## config.mk

```make
export PLATFORM = sky130hd
export DESIGN_NAME = priv_trap_unit
export DESIGN_NICKNAME = d
export VERILOG_FILES = /design/src/verilog/priv_csr_pkg.sv /design/src/verilog/priv_trap_pkg.sv /design/src/verilog/int_pending_unit.sv /design/src/verilog/ex_priority_encoder.sv /design/src/verilog/trap_ctrl.sv /design/src/verilog/priv_trap_unit.sv
export SDC_FILE = /design/constraint.sdc
export NUM_CORES = 1
export LEC_CHECK = 0
export CAP_MARGIN = 15
export CORE_AREA = 5 5 138 140
export CTS_CLUSTER_DIAMETER = 40
export DETAILED_ROUTE_END_ITERATION = 7
export DIE_AREA = 0 0 143 145
export DONT_BUFFER_PORTS = 1
export HOLD_SLACK_MARGIN = 0.03
export PLACE_DENSITY_LB_ADDON = 0.08
export SLEW_MARGIN = 15
export SYNTH_ARGS = -nofsm -noshare
export SYNTH_HDL_FRONTEND = slang
export SYNTH_SLANG_ARGS = --single-unit
```

## constraint.sdc

```tcl
create_clock -name CLK -period 4.3 [get_ports CLK]
set_input_delay 0.86 -clock CLK [delete_from_list [all_inputs] [get_ports CLK]]
set_output_delay 0.86 -clock CLK [all_outputs]
set_load 0.02 [all_outputs]
```

## src/verilog/priv_csr_pkg.sv

```systemverilog
`default_nettype none

// Machine-mode CSR layouts and the privilege level encoding
package priv_csr_pkg;

    // Architectural privilege encodings, 2'b10 is reserved
    typedef enum logic [1:0] {
        U_MODE = 2'b00,
        S_MODE = 2'b01,
        M_MODE = 2'b11
    } priv_level_t;

    // Target of a software CSR write
    typedef enum logic [1:0] {
        CSR_NONE    = 2'b00,
        CSR_MSTATUS = 2'b01,
        CSR_MIE     = 2'b10
    } csr_sel_t;

    // Only the M-mode trap stack fields are implemented
    typedef struct packed {
        logic [13:0] reserved_31_18;
        logic        mprv;              // Bit 17
        logic [3:0]  reserved_16_13;
        priv_level_t mpp;               // Bits 12:11
        logic [2:0]  reserved_10_8;
        logic        mpie;              // Bit 7
        logic [2:0]  reserved_6_4;
        logic        mie;               // Bit 3
        logic [2:0]  reserved_2_0;
    } mstatus_t;

    // Pending bits, S-level ones are recorded only
    typedef struct packed {
        logic [19:0] reserved_31_12;
        logic        meip;              // Bit 11
        logic        reserved_10;
        logic        seip;              // Bit 9
        logic        reserved_8;
        logic        mtip;              // Bit 7
        logic        reserved_6;
        logic        stip;              // Bit 5
        logic        reserved_4;
        logic        msip;              // Bit 3
        logic        reserved_2;
        logic        ssip;              // Bit 1
        logic        reserved_0;
    } mip_t;

    // Enable bits, same positions as mip
    typedef struct packed {
        logic [19:0] reserved_31_12;
        logic        meie;
        logic        reserved_10;
        logic        seie;
        logic        reserved_8;
        logic        mtie;
        logic        reserved_6;
        logic        stie;
        logic        reserved_4;
        logic        msie;
        logic        reserved_2;
        logic        ssie;
        logic        reserved_0;
    } mie_t;

    typedef struct packed {
        logic        interrupt;         // Set for asynchronous causes
        logic [30:0] cause;
    } mcause_t;

endpackage

`default_nettype wire

```

## src/verilog/priv_trap_pkg.sv

```systemverilog
`default_nettype none

// Trap cause codes and the request structs passed between the trap blocks
package priv_trap_pkg;

    // Synchronous exception codes
    typedef enum logic [30:0] {
        INSN_MAL     = 31'd0,
        INSN_ACCESS  = 31'd1,
        ILLEGAL_INSN = 31'd2,
        BREAKPOINT   = 31'd3,
        L_ADDR_MAL   = 31'd4,
        L_FAULT      = 31'd5,
        S_ADDR_MAL   = 31'd6,
        S_FAULT      = 31'd7,
        ENV_CALL_U   = 31'd8,
        ENV_CALL_S   = 31'd9,
        ENV_CALL_M   = 31'd11,
        INSN_PAGE    = 31'd12,
        LOAD_PAGE    = 31'd13,
        STORE_PAGE   = 31'd15
    } ex_code_t;

    // Interrupt codes, same numbering as the mip bits
    typedef enum logic [30:0] {
        SOFT_INT_S  = 31'd1,
        SOFT_INT_M  = 31'd3,
        TIMER_INT_S = 31'd5,
        TIMER_INT_M = 31'd7,
        EXT_INT_S   = 31'd9,
        EXT_INT_M   = 31'd11
    } int_code_t;

    // One pulse per source, used for both set and clear
    typedef struct packed {
        logic ext_m;
        logic soft_m;
        logic timer_m;
        logic ext_s;
        logic soft_s;
        logic timer_s;
    } int_lines_t;

    // Exception flags raised by the pipeline in the faulting cycle
    typedef struct packed {
        logic       insn_mal;
        logic       insn_access;
        logic       illegal_insn;
        logic       breakpoint;
        logic       l_addr_mal;
        logic       l_fault;
        logic       s_addr_mal;
        logic       s_fault;
        logic       env_u;
        logic       env_s;
        logic       env_m;
        logic       insn_page;
        logic       load_page;
        logic       store_page;
        logic       rmgmt;              // Resource manager fault
        logic [4:0] rmgmt_cause;        // Cause code supplied by the manager
    } ex_flags_t;

    typedef struct packed {
        logic     valid;
        ex_code_t code;
        logic     has_tval;             // mtval is written for this cause
    } ex_result_t;

    typedef struct packed {
        logic      valid;
        int_code_t code;
    } int_result_t;

endpackage

`default_nettype wire

```

## src/verilog/int_pending_unit.sv

```systemverilog
`timescale 1ns/1ps
`default_nettype none

module int_pending_unit
    import priv_csr_pkg::*, priv_trap_pkg::*;
(
    input  wire logic        CLK,
    input  wire logic        rst_n,
    input  int_lines_t       int_set,
    input  int_lines_t       int_clr,
    input  csr_sel_t         csr_sel,
    input  wire logic        csr_wen,
    input  wire logic [31:0] csr_wdata,
    input  wire logic        global_mie,
    output mip_t             mip,
    output mie_t             mie,
    output int_result_t      int_result
);

    mip_t next_mip;
    mie_t next_mie;
    logic ext_en, soft_en, timer_en;

    // Set pulse has priority over clear for the same bit
    always_comb begin
        next_mip = mip;
        if (int_set.ext_m)        next_mip.meip = 1'b1;
        else if (int_clr.ext_m)   next_mip.meip = 1'b0;
        if (int_set.soft_m)       next_mip.msip = 1'b1;
        else if (int_clr.soft_m)  next_mip.msip = 1'b0;
        if (int_set.timer_m)      next_mip.mtip = 1'b1;
        else if (int_clr.timer_m) next_mip.mtip = 1'b0;
        if (int_set.ext_s)        next_mip.seip = 1'b1;
        else if (int_clr.ext_s)   next_mip.seip = 1'b0;
        if (int_set.soft_s)       next_mip.ssip = 1'b1;
        else if (int_clr.soft_s)  next_mip.ssip = 1'b0;
        if (int_set.timer_s)      next_mip.stip = 1'b1;
        else if (int_clr.timer_s) next_mip.stip = 1'b0;
    end

    always_comb begin
        next_mie = mie;
        if (csr_wen && (csr_sel == CSR_MIE)) begin
            next_mie      = '0;             // Reserved bits read zero
            next_mie.meie = csr_wdata[11];
            next_mie.seie = csr_wdata[9];
            next_mie.mtie = csr_wdata[7];
            next_mie.stie = csr_wdata[5];
            next_mie.msie = csr_wdata[3];
            next_mie.ssie = csr_wdata[1];
        end
    end

    always_ff @(posedge CLK or negedge rst_n) begin
        if (!rst_n) begin
            mip <= '0;
            mie <= '0;
        end else begin
            mip <= next_mip;
            mie <= next_mie;
        end
    end

    // Machine sources only, S-level bits never fire here
    assign ext_en   = mip.meip & mie.meie;
    assign soft_en  = mip.msip & mie.msie;
    assign timer_en = mip.mtip & mie.mtie;

    always_comb begin
        int_result.valid = global_mie & (ext_en | soft_en | timer_en);
        if (ext_en)
            int_result.code = EXT_INT_M;
        else if (soft_en)
            int_result.code = SOFT_INT_M;
        else
            int_result.code = TIMER_INT_M;  // Also the idle value
    end

    a_valid_needs_gie : assert property (@(posedge CLK) disable iff (!rst_n)
        int_result.valid |-> global_mie);

endmodule

`default_nettype wire

```

## src/verilog/ex_priority_encoder.sv

```systemverilog
`timescale 1ns/1ps
`default_nettype none

module ex_priority_encoder
    import priv_trap_pkg::*;
(
    input  ex_flags_t  ex_flags,
    output ex_result_t ex_result
);

    // Fixed chain, instruction side faults rank first
    always_comb begin
        ex_result.valid    = 1'b1;
        ex_result.code     = INSN_MAL;
        ex_result.has_tval = 1'b1;

        if (ex_flags.breakpoint) begin
            ex_result.code = BREAKPOINT;
        end else if (ex_flags.insn_page) begin
            ex_result.code     = INSN_PAGE;
            ex_result.has_tval = 1'b0;
        end else if (ex_flags.insn_access) begin
            ex_result.code = INSN_ACCESS;
        end else if (ex_flags.illegal_insn) begin
            ex_result.code = ILLEGAL_INSN;
        end else if (ex_flags.insn_mal) begin
            ex_result.code = INSN_MAL;
        end else if (ex_flags.env_u) begin
            ex_result.code     = ENV_CALL_U;
            ex_result.has_tval = 1'b0;
        end else if (ex_flags.env_s) begin
            ex_result.code     = ENV_CALL_S;
            ex_result.has_tval = 1'b0;
        end else if (ex_flags.env_m) begin
            ex_result.code     = ENV_CALL_M;
            ex_result.has_tval = 1'b0;
        end else if (ex_flags.s_addr_mal) begin
            ex_result.code = S_ADDR_MAL;
        end else if (ex_flags.l_addr_mal) begin
            ex_result.code = L_ADDR_MAL;
        end else if (ex_flags.store_page) begin
            ex_result.code     = STORE_PAGE;
            ex_result.has_tval = 1'b0;
        end else if (ex_flags.load_page) begin
            ex_result.code     = LOAD_PAGE;
            ex_result.has_tval = 1'b0;
        end else if (ex_flags.s_fault) begin
            ex_result.code = S_FAULT;
        end else if (ex_flags.l_fault) begin
            ex_result.code = L_FAULT;
        end else if (ex_flags.rmgmt) begin
            // Manager supplies its own code
            ex_result.code = ex_code_t'({26'd0, ex_flags.rmgmt_cause});
        end else begin
            ex_result.valid    = 1'b0;
            ex_result.has_tval = 1'b0;
        end
    end

endmodule

`default_nettype wire

```

## src/verilog/trap_ctrl.sv

```systemverilog
`timescale 1ns/1ps
`default_nettype none

module trap_ctrl
    import priv_csr_pkg::*, priv_trap_pkg::*;
#(
    parameter int XLEN = 32
) (
    input  wire logic            CLK,
    input  wire logic            rst_n,
    input  ex_result_t           ex_result,
    input  int_result_t          int_result,
    input  wire logic [XLEN-1:0] epc,
    input  wire logic [XLEN-1:0] tval,
    input  wire logic            mret,
    input  csr_sel_t             csr_sel,
    input  wire logic            csr_wen,
    input  wire logic [31:0]     csr_wdata,
    output logic                 trap,
    output mcause_t              trap_cause,
    output logic                 global_mie,
    output mstatus_t             mstatus,
    output mcause_t              mcause,
    output logic [XLEN-1:0]      mepc,
    output logic [XLEN-1:0]      mtval,
    output priv_level_t          priv_level
);

    mstatus_t    next_mstatus;
    priv_level_t next_priv;
    logic [30:0] ex_cause, int_cause;

    // Interrupt result is already gated by mstatus.mie
    assign global_mie = mstatus.mie;
    assign trap       = ex_result.valid | int_result.valid;

    assign ex_cause  = ex_result.code;
    assign int_cause = int_result.code;

    // Exception wins over a pending interrupt
    assign trap_cause.interrupt = ~ex_result.valid & int_result.valid;
    assign trap_cause.cause     = ex_result.valid ? ex_cause : int_cause;

    always_comb begin
        next_mstatus = mstatus;
        next_priv    = priv_level;
        if (trap) begin
            next_mstatus.mpie = mstatus.mie;
            next_mstatus.mie  = 1'b0;
            next_mstatus.mpp  = priv_level;
            next_priv         = M_MODE;
        end else if (mret) begin
            next_mstatus.mie  = mstatus.mpie;
            next_mstatus.mpie = 1'b0;
            next_mstatus.mpp  = U_MODE;     // Least privileged mode
            next_priv         = mstatus.mpp;
            if (mstatus.mpp != M_MODE)
                next_mstatus.mprv = 1'b0;
        end else if (csr_wen && (csr_sel == CSR_MSTATUS)) begin
            next_mstatus.mprv = csr_wdata[17];
            next_mstatus.mpie = csr_wdata[7];
            next_mstatus.mie  = csr_wdata[3];
            // Reserved mpp encoding keeps the old value
            if (csr_wdata[12:11] != 2'b10)
                next_mstatus.mpp = priv_level_t'(csr_wdata[12:11]);
        end
    end

    always_ff @(posedge CLK or negedge rst_n) begin
        if (!rst_n) begin
            mstatus    <= '0;
            priv_level <= M_MODE;
        end else begin
            mstatus    <= next_mstatus;
            priv_level <= next_priv;
        end
    end

    // Trap record registers
    always_ff @(posedge CLK or negedge rst_n) begin
        if (!rst_n) begin
            mcause <= '0;
            mepc   <= '0;
            mtval  <= '0;
        end else if (trap) begin
            mcause <= trap_cause;
            mepc   <= epc;
            if (ex_result.valid && ex_result.has_tval)
                mtval <= tval;              // Faulting address or instruction
        end
    end

    a_ex_not_int : assert property (@(posedge CLK) disable iff (!rst_n)
        ex_result.valid |-> !trap_cause.interrupt);

endmodule

`default_nettype wire

```

## src/verilog/priv_trap_unit.sv

```systemverilog
`timescale 1ns/1ps
`default_nettype none

module priv_trap_unit
    import priv_csr_pkg::*, priv_trap_pkg::*;
#(
    parameter int XLEN = 32
) (
    input  wire logic            CLK,
    input  wire logic            rst_n,
    input  int_lines_t           int_set,
    input  int_lines_t           int_clr,
    input  ex_flags_t            ex_flags,
    input  wire logic [XLEN-1:0] epc,
    input  wire logic [XLEN-1:0] tval,
    input  wire logic            mret,
    input  csr_sel_t             csr_sel,
    input  wire logic            csr_wen,
    input  wire logic [31:0]     csr_wdata,
    output logic                 trap,
    output mcause_t              trap_cause,
    output mstatus_t             mstatus,
    output mie_t                 mie,
    output mip_t                 mip,
    output mcause_t              mcause,
    output logic [XLEN-1:0]      mepc,
    output logic [XLEN-1:0]      mtval,
    output priv_level_t          priv_level
);

    int_result_t int_result;
    ex_result_t  ex_result;
    logic        global_mie;       // mstatus.mie fed back to the interrupt gate

    int_pending_unit i_int_pending_unit (
        .CLK        (CLK),
        .rst_n      (rst_n),
        .int_set    (int_set),
        .int_clr    (int_clr),
        .csr_sel    (csr_sel),
        .csr_wen    (csr_wen),
        .csr_wdata  (csr_wdata),
        .global_mie (global_mie),
        .mip        (mip),
        .mie        (mie),
        .int_result (int_result)
    );

    ex_priority_encoder i_ex_priority_encoder (
        .ex_flags  (ex_flags),
        .ex_result (ex_result)
    );

    trap_ctrl #(
        .XLEN (XLEN)
    ) i_trap_ctrl (
        .CLK        (CLK),
        .rst_n      (rst_n),
        .ex_result  (ex_result),
        .int_result (int_result),
        .epc        (epc),
        .tval       (tval),
        .mret       (mret),
        .csr_sel    (csr_sel),
        .csr_wen    (csr_wen),
        .csr_wdata  (csr_wdata),
        .trap       (trap),
        .trap_cause (trap_cause),
        .global_mie (global_mie),
        .mstatus    (mstatus),
        .mcause     (mcause),
        .mepc       (mepc),
        .mtval      (mtval),
        .priv_level (priv_level)
    );

endmodule

`default_nettype wire

```

==> out/results.tsv <==
stage	metric	value	unit
outcome	run_status	complete, no violations	
timing	slew_headroom	41.2	%
clock_network	worstSkewPairLatency	0.34	ns
place	dp_cells	624	
floorplanning	die_h	145	um
setup_path	timing.critical_path.slowest_cell_delay	0.52	ns
synth	yosysTopAreaCell	sky130_fd_sc_hd__dfrtp_1	
min_path	hold_class	input pin to async pin	
clock_network	tritoncts	built	
place	hpwlAfterDp	8880	um
synth	synth_enable_flop_cells	0	
clock_network	cts.sink_count	89	
setup_path	critPathMaxFanout	7	
detailed_routing	wl_per_cell	18.1	um
synth	number_of_library_cell_types_mapped_by_synthesis	39	
setup_path	critPathArrivalTime	2.27	ns
floorplanning	fp.dieW	143	um
timing	rsz_0062_raised_after_global_routing	false	
floorplanning	initial_utilization	26.5	%
floorplanning	die_footprint	20700	um^2
grt	grt_pass1_vias	2797	
cells_and_area	area_of_the_multi_input_gates	1880	um^2
timing	peak_clock_frequency_supported_by_timing	320	MHz
timing	final.setup_skew	0.00841	ns
clock_network	max-clock-path-buffers	2	
detailed_routing	dr.first_iter.drc_count	52	
pwr	power.ir.vdd_worst	0.000161	V
synth	async_flop_share	100	%
cells_and_area	nFillCells	1874	
floorplanning	io_pins	361	
synth	seq_area_frac_synth	47.4	%
floorplanning	floorplan.core_area	17700	um^2
cells_and_area	fin_cells	640	
clock_network	clockRootBuffer	sky130_fd_sc_hd__clkbuf_16	
detailed_routing	ant_nets	0	
grt	grt_start_max_net_pins	90	
pwr	cellPowerDensity	422	nW/um^2
clock_network	cts-resized-gates	0	
detailed_routing	firstDrtPassIters	4	
setup_path	ff2ff_path_depth	5	
setup_path	worst-r2r-setup-slack	1.81	ns
detailed_routing	num_vias	2537	
timing	worst-slew-pin-transition	0.875	ns
synth	postSynthAreaPerCell	11.6	um^2
cells_and_area	synthToLayoutAreaGrowth	0.532	%
detailed_routing	remaining_drc_errors	0	
clock_network	cts-hold-fix-buffers	0	
place	place.port_buffers	0	
setup_path	worst_setup_path_start_kind	input pin	
grt	grt_overflow_total	0	
clock_network	numCtsBuffers	9	
setup_path	cp_data_required_time	3.44	ns
timing	hold_viol	0	
setup_path	worstReg2RegEnd	i_trap_ctrl.mepc[5]	
setup_path	worstPathCellList	nor4_4 -> nand2_2 -> or3_1 -> nor2_1	
clock_network	clk_pin_slew_worst_paths	0.07	ns
cells_and_area	finish.net_count	540	
cells_and_area	post_route_cells_drive_above_1_share	23.1	%
synth	synth_top_cells_by_area	sky130_fd_sc_hd__dfrtp_1 46%, sky130_fd_sc_hd__buf_4 21%, sky130_fd_sc_hd__mux2_2 17%	
synth	synth_largest_type_area_fraction	46.3	%
timing	fin_setup_tns	0	ns
pwr	p_leak	0.00211	uW
synth	ys_dominant_reg_cell	sky130_fd_sc_hd__dfrtp_1	
timing	finalSetupViolations	0	
setup_path	worstReg2RegStart	i_int_pending_unit.mie[11]	
clock_network	cts-htree-levels	3	
setup_path	worstSetupPathType	input pin to output port	
grt	antenna_violations_before_repair	1	
floorplanning	rows	49	
synth	synth_area	4700	um^2
timing	final_period_minus_worst_setup_slack	3.13	ns
setup_path	crit_path_top_delay_cell	sky130_fd_sc_hd__or3_1	
synth	synth-seq-cells	89	
detailed_routing	drt-total-wl	11600	um
clock_network	post_cts.repair.setup_buffers	0	
place	routabilityCongestion	0.711	
setup_path	end_kind	output port	
timing	timing.final.crit_share	72.7	%
cells_and_area	final_util	26.7	%
cells_and_area	sequential_cell_area	2230	um^2
cells_and_area	antenna_cells	0	
grt	globalRouteTotalUtil	10.8	%
setup_path	start_point_of_the_critical_path	ex_flags[7]	
grt	grt_pass1_wl	17300	um
run	cap_violations	0	
detailed_routing	vias_per_cell	3.96	
synth	syn_inst	405	
setup_path	destination_of_the_critical_timing_path	trap_cause[31]	
synth	synth_warnings	0	
timing	report.final.slew_viol_count	0	
-- Yosys cell counts, types with 2 or more instances --
cell type,n
sky130_fd_sc_hd__buf_4,133
sky130_fd_sc_hd__dfrtp_1,87
sky130_fd_sc_hd__mux2_2,70
sky130_fd_sc_hd__nand2_1,14
sky130_fd_sc_hd__nor2_1,14
sky130_fd_sc_hd__inv_1,8
sky130_fd_sc_hd__o21ai_0,8
sky130_fd_sc_hd__a21o_1,7
sky130_fd_sc_hd__a21oi_1,6
sky130_fd_sc_hd__buf_2,6
sky130_fd_sc_hd__mux2i_1,5
sky130_fd_sc_hd__nor3_1,5
sky130_fd_sc_hd__or3_1,5
sky130_fd_sc_hd__nand3_1,3
sky130_fd_sc_hd__nand3b_1,3
sky130_fd_sc_hd__o21a_1,3
sky130_fd_sc_hd__a311oi_1,2
sky130_fd_sc_hd__a31oi_1,2
sky130_fd_sc_hd__dfstp_2,2
sky130_fd_sc_hd__mux2_1,2
sky130_fd_sc_hd__nor4_4,2
-- how the worst min path moves through the flow --
stage          slack [ns]  cells past startpoint                    from                      to
6_report             0.20                      0                   rst_n    i_trap_ctrl.mepc[29]
5_1_grt              0.17                      0                   rst_n   i_trap_ctrl.mtval[29]
4_1_cts              0.18                      0                   rst_n    i_trap_ctrl.mepc[14]
3_5_place_dp         0.57                      0                   rst_n    i_trap_ctrl.mepc[12]
3_3_place_gp         0.57                      0                   rst_n    i_trap_ctrl.mepc[12]
2_1_floorplan        0.54                      2  i_trap_ctrl.global_mie  i_trap_ctrl.mstatus[7]
-- cell type report --
type	instances	share of cell area (%)
flip-flops and latches	89	47.2
well taps	229	6.06
inverters	9	0.715
clock inverters	5	0.847
repair buffers	2	0.318
multi-input cells	295	39.8
clock buffers	11	5.14
-- through the flow --
step	hold WS, ns	area, um^2	setup slack [ns]	total power (uW)
2_1_floorplan	0.542	5190	1.35	1300
3_3_place_gp	0.567	4440	1.13	1240
3_5_place_dp	0.567	4440	1.13	1240
4_1_cts	0.181	4730	1.13	2030
5_1_grt	0.172	4730	1.07	2090
6_report	0.204	4730	1.17	1990
-- routing by layer --
metal	track usage [%]	wire [um]	vias up
li1	-	-	1106
met4	3.42	133	2
met3	6.52	1760	11
met1	11.2	3930	1221
met5	0	11	-
met2	18.3	5770	197
-- critical path: cells and delay by family --
| family | cells | cell delay [ns] |
|---|---|---|
| and+or+nand+nor | 4 | 1.41 |
-- cell families (layout without fill, tap and decap cells) --
| logic type | after synthesis | in the layout | share of synthesized area [%] |
|---|---|---|---|
| compound gates | 38 | 38 | 5.67 |
| buf+inv | 151 | 27 | 23.0 |
| flops | 89 | 89 | 47.4 |
| mux | 77 | 77 | 18.3 |
| other cells | 1 | 131 | 0.0798 |
| simple gates | 49 | 49 | 5.53 |
-- report_power, final --
group          leakage (uW)  switching, uW  internal [uW]
clock network      0.000134            352            413
registers           0.00103            128            897
logic              0.000947            144           60.1
-- sequential cells by signal, indices dropped and copies added (netlist names) --
signal                  cells
i_trap_ctrl.mcause          6
i_int_pending_unit.mie      6
i_trap_ctrl.mtval          32
i_trap_ctrl.mstatus         4
i_int_pending_unit.mip      6
i_trap_ctrl.global_mie      1
i_trap_ctrl.mepc           32
i_trap_ctrl.priv_level      2
-- cell usage in the layout, fill, tap and decap left out, types with 3 or more instances in the layout --
master	instances
sky130_fd_sc_hd__inv_1	8
sky130_fd_sc_hd__o21a_1	3
sky130_fd_sc_hd__conb_1	131
sky130_fd_sc_hd__nor3_1	5
sky130_fd_sc_hd__o21ai_0	8
sky130_fd_sc_hd__nand3b_1	3
sky130_fd_sc_hd__a21o_1	7
sky130_fd_sc_hd__nor2_1	14
sky130_fd_sc_hd__nand2_1	14
sky130_fd_sc_hd__mux2i_1	5
sky130_fd_sc_hd__or3_1	5
sky130_fd_sc_hd__clkbuf_16	9
sky130_fd_sc_hd__nand3_1	3
sky130_fd_sc_hd__dfrtp_1	87
sky130_fd_sc_hd__a21oi_1	6
sky130_fd_sc_hd__mux2_2	70
Power figures use the tool's default switching activity.
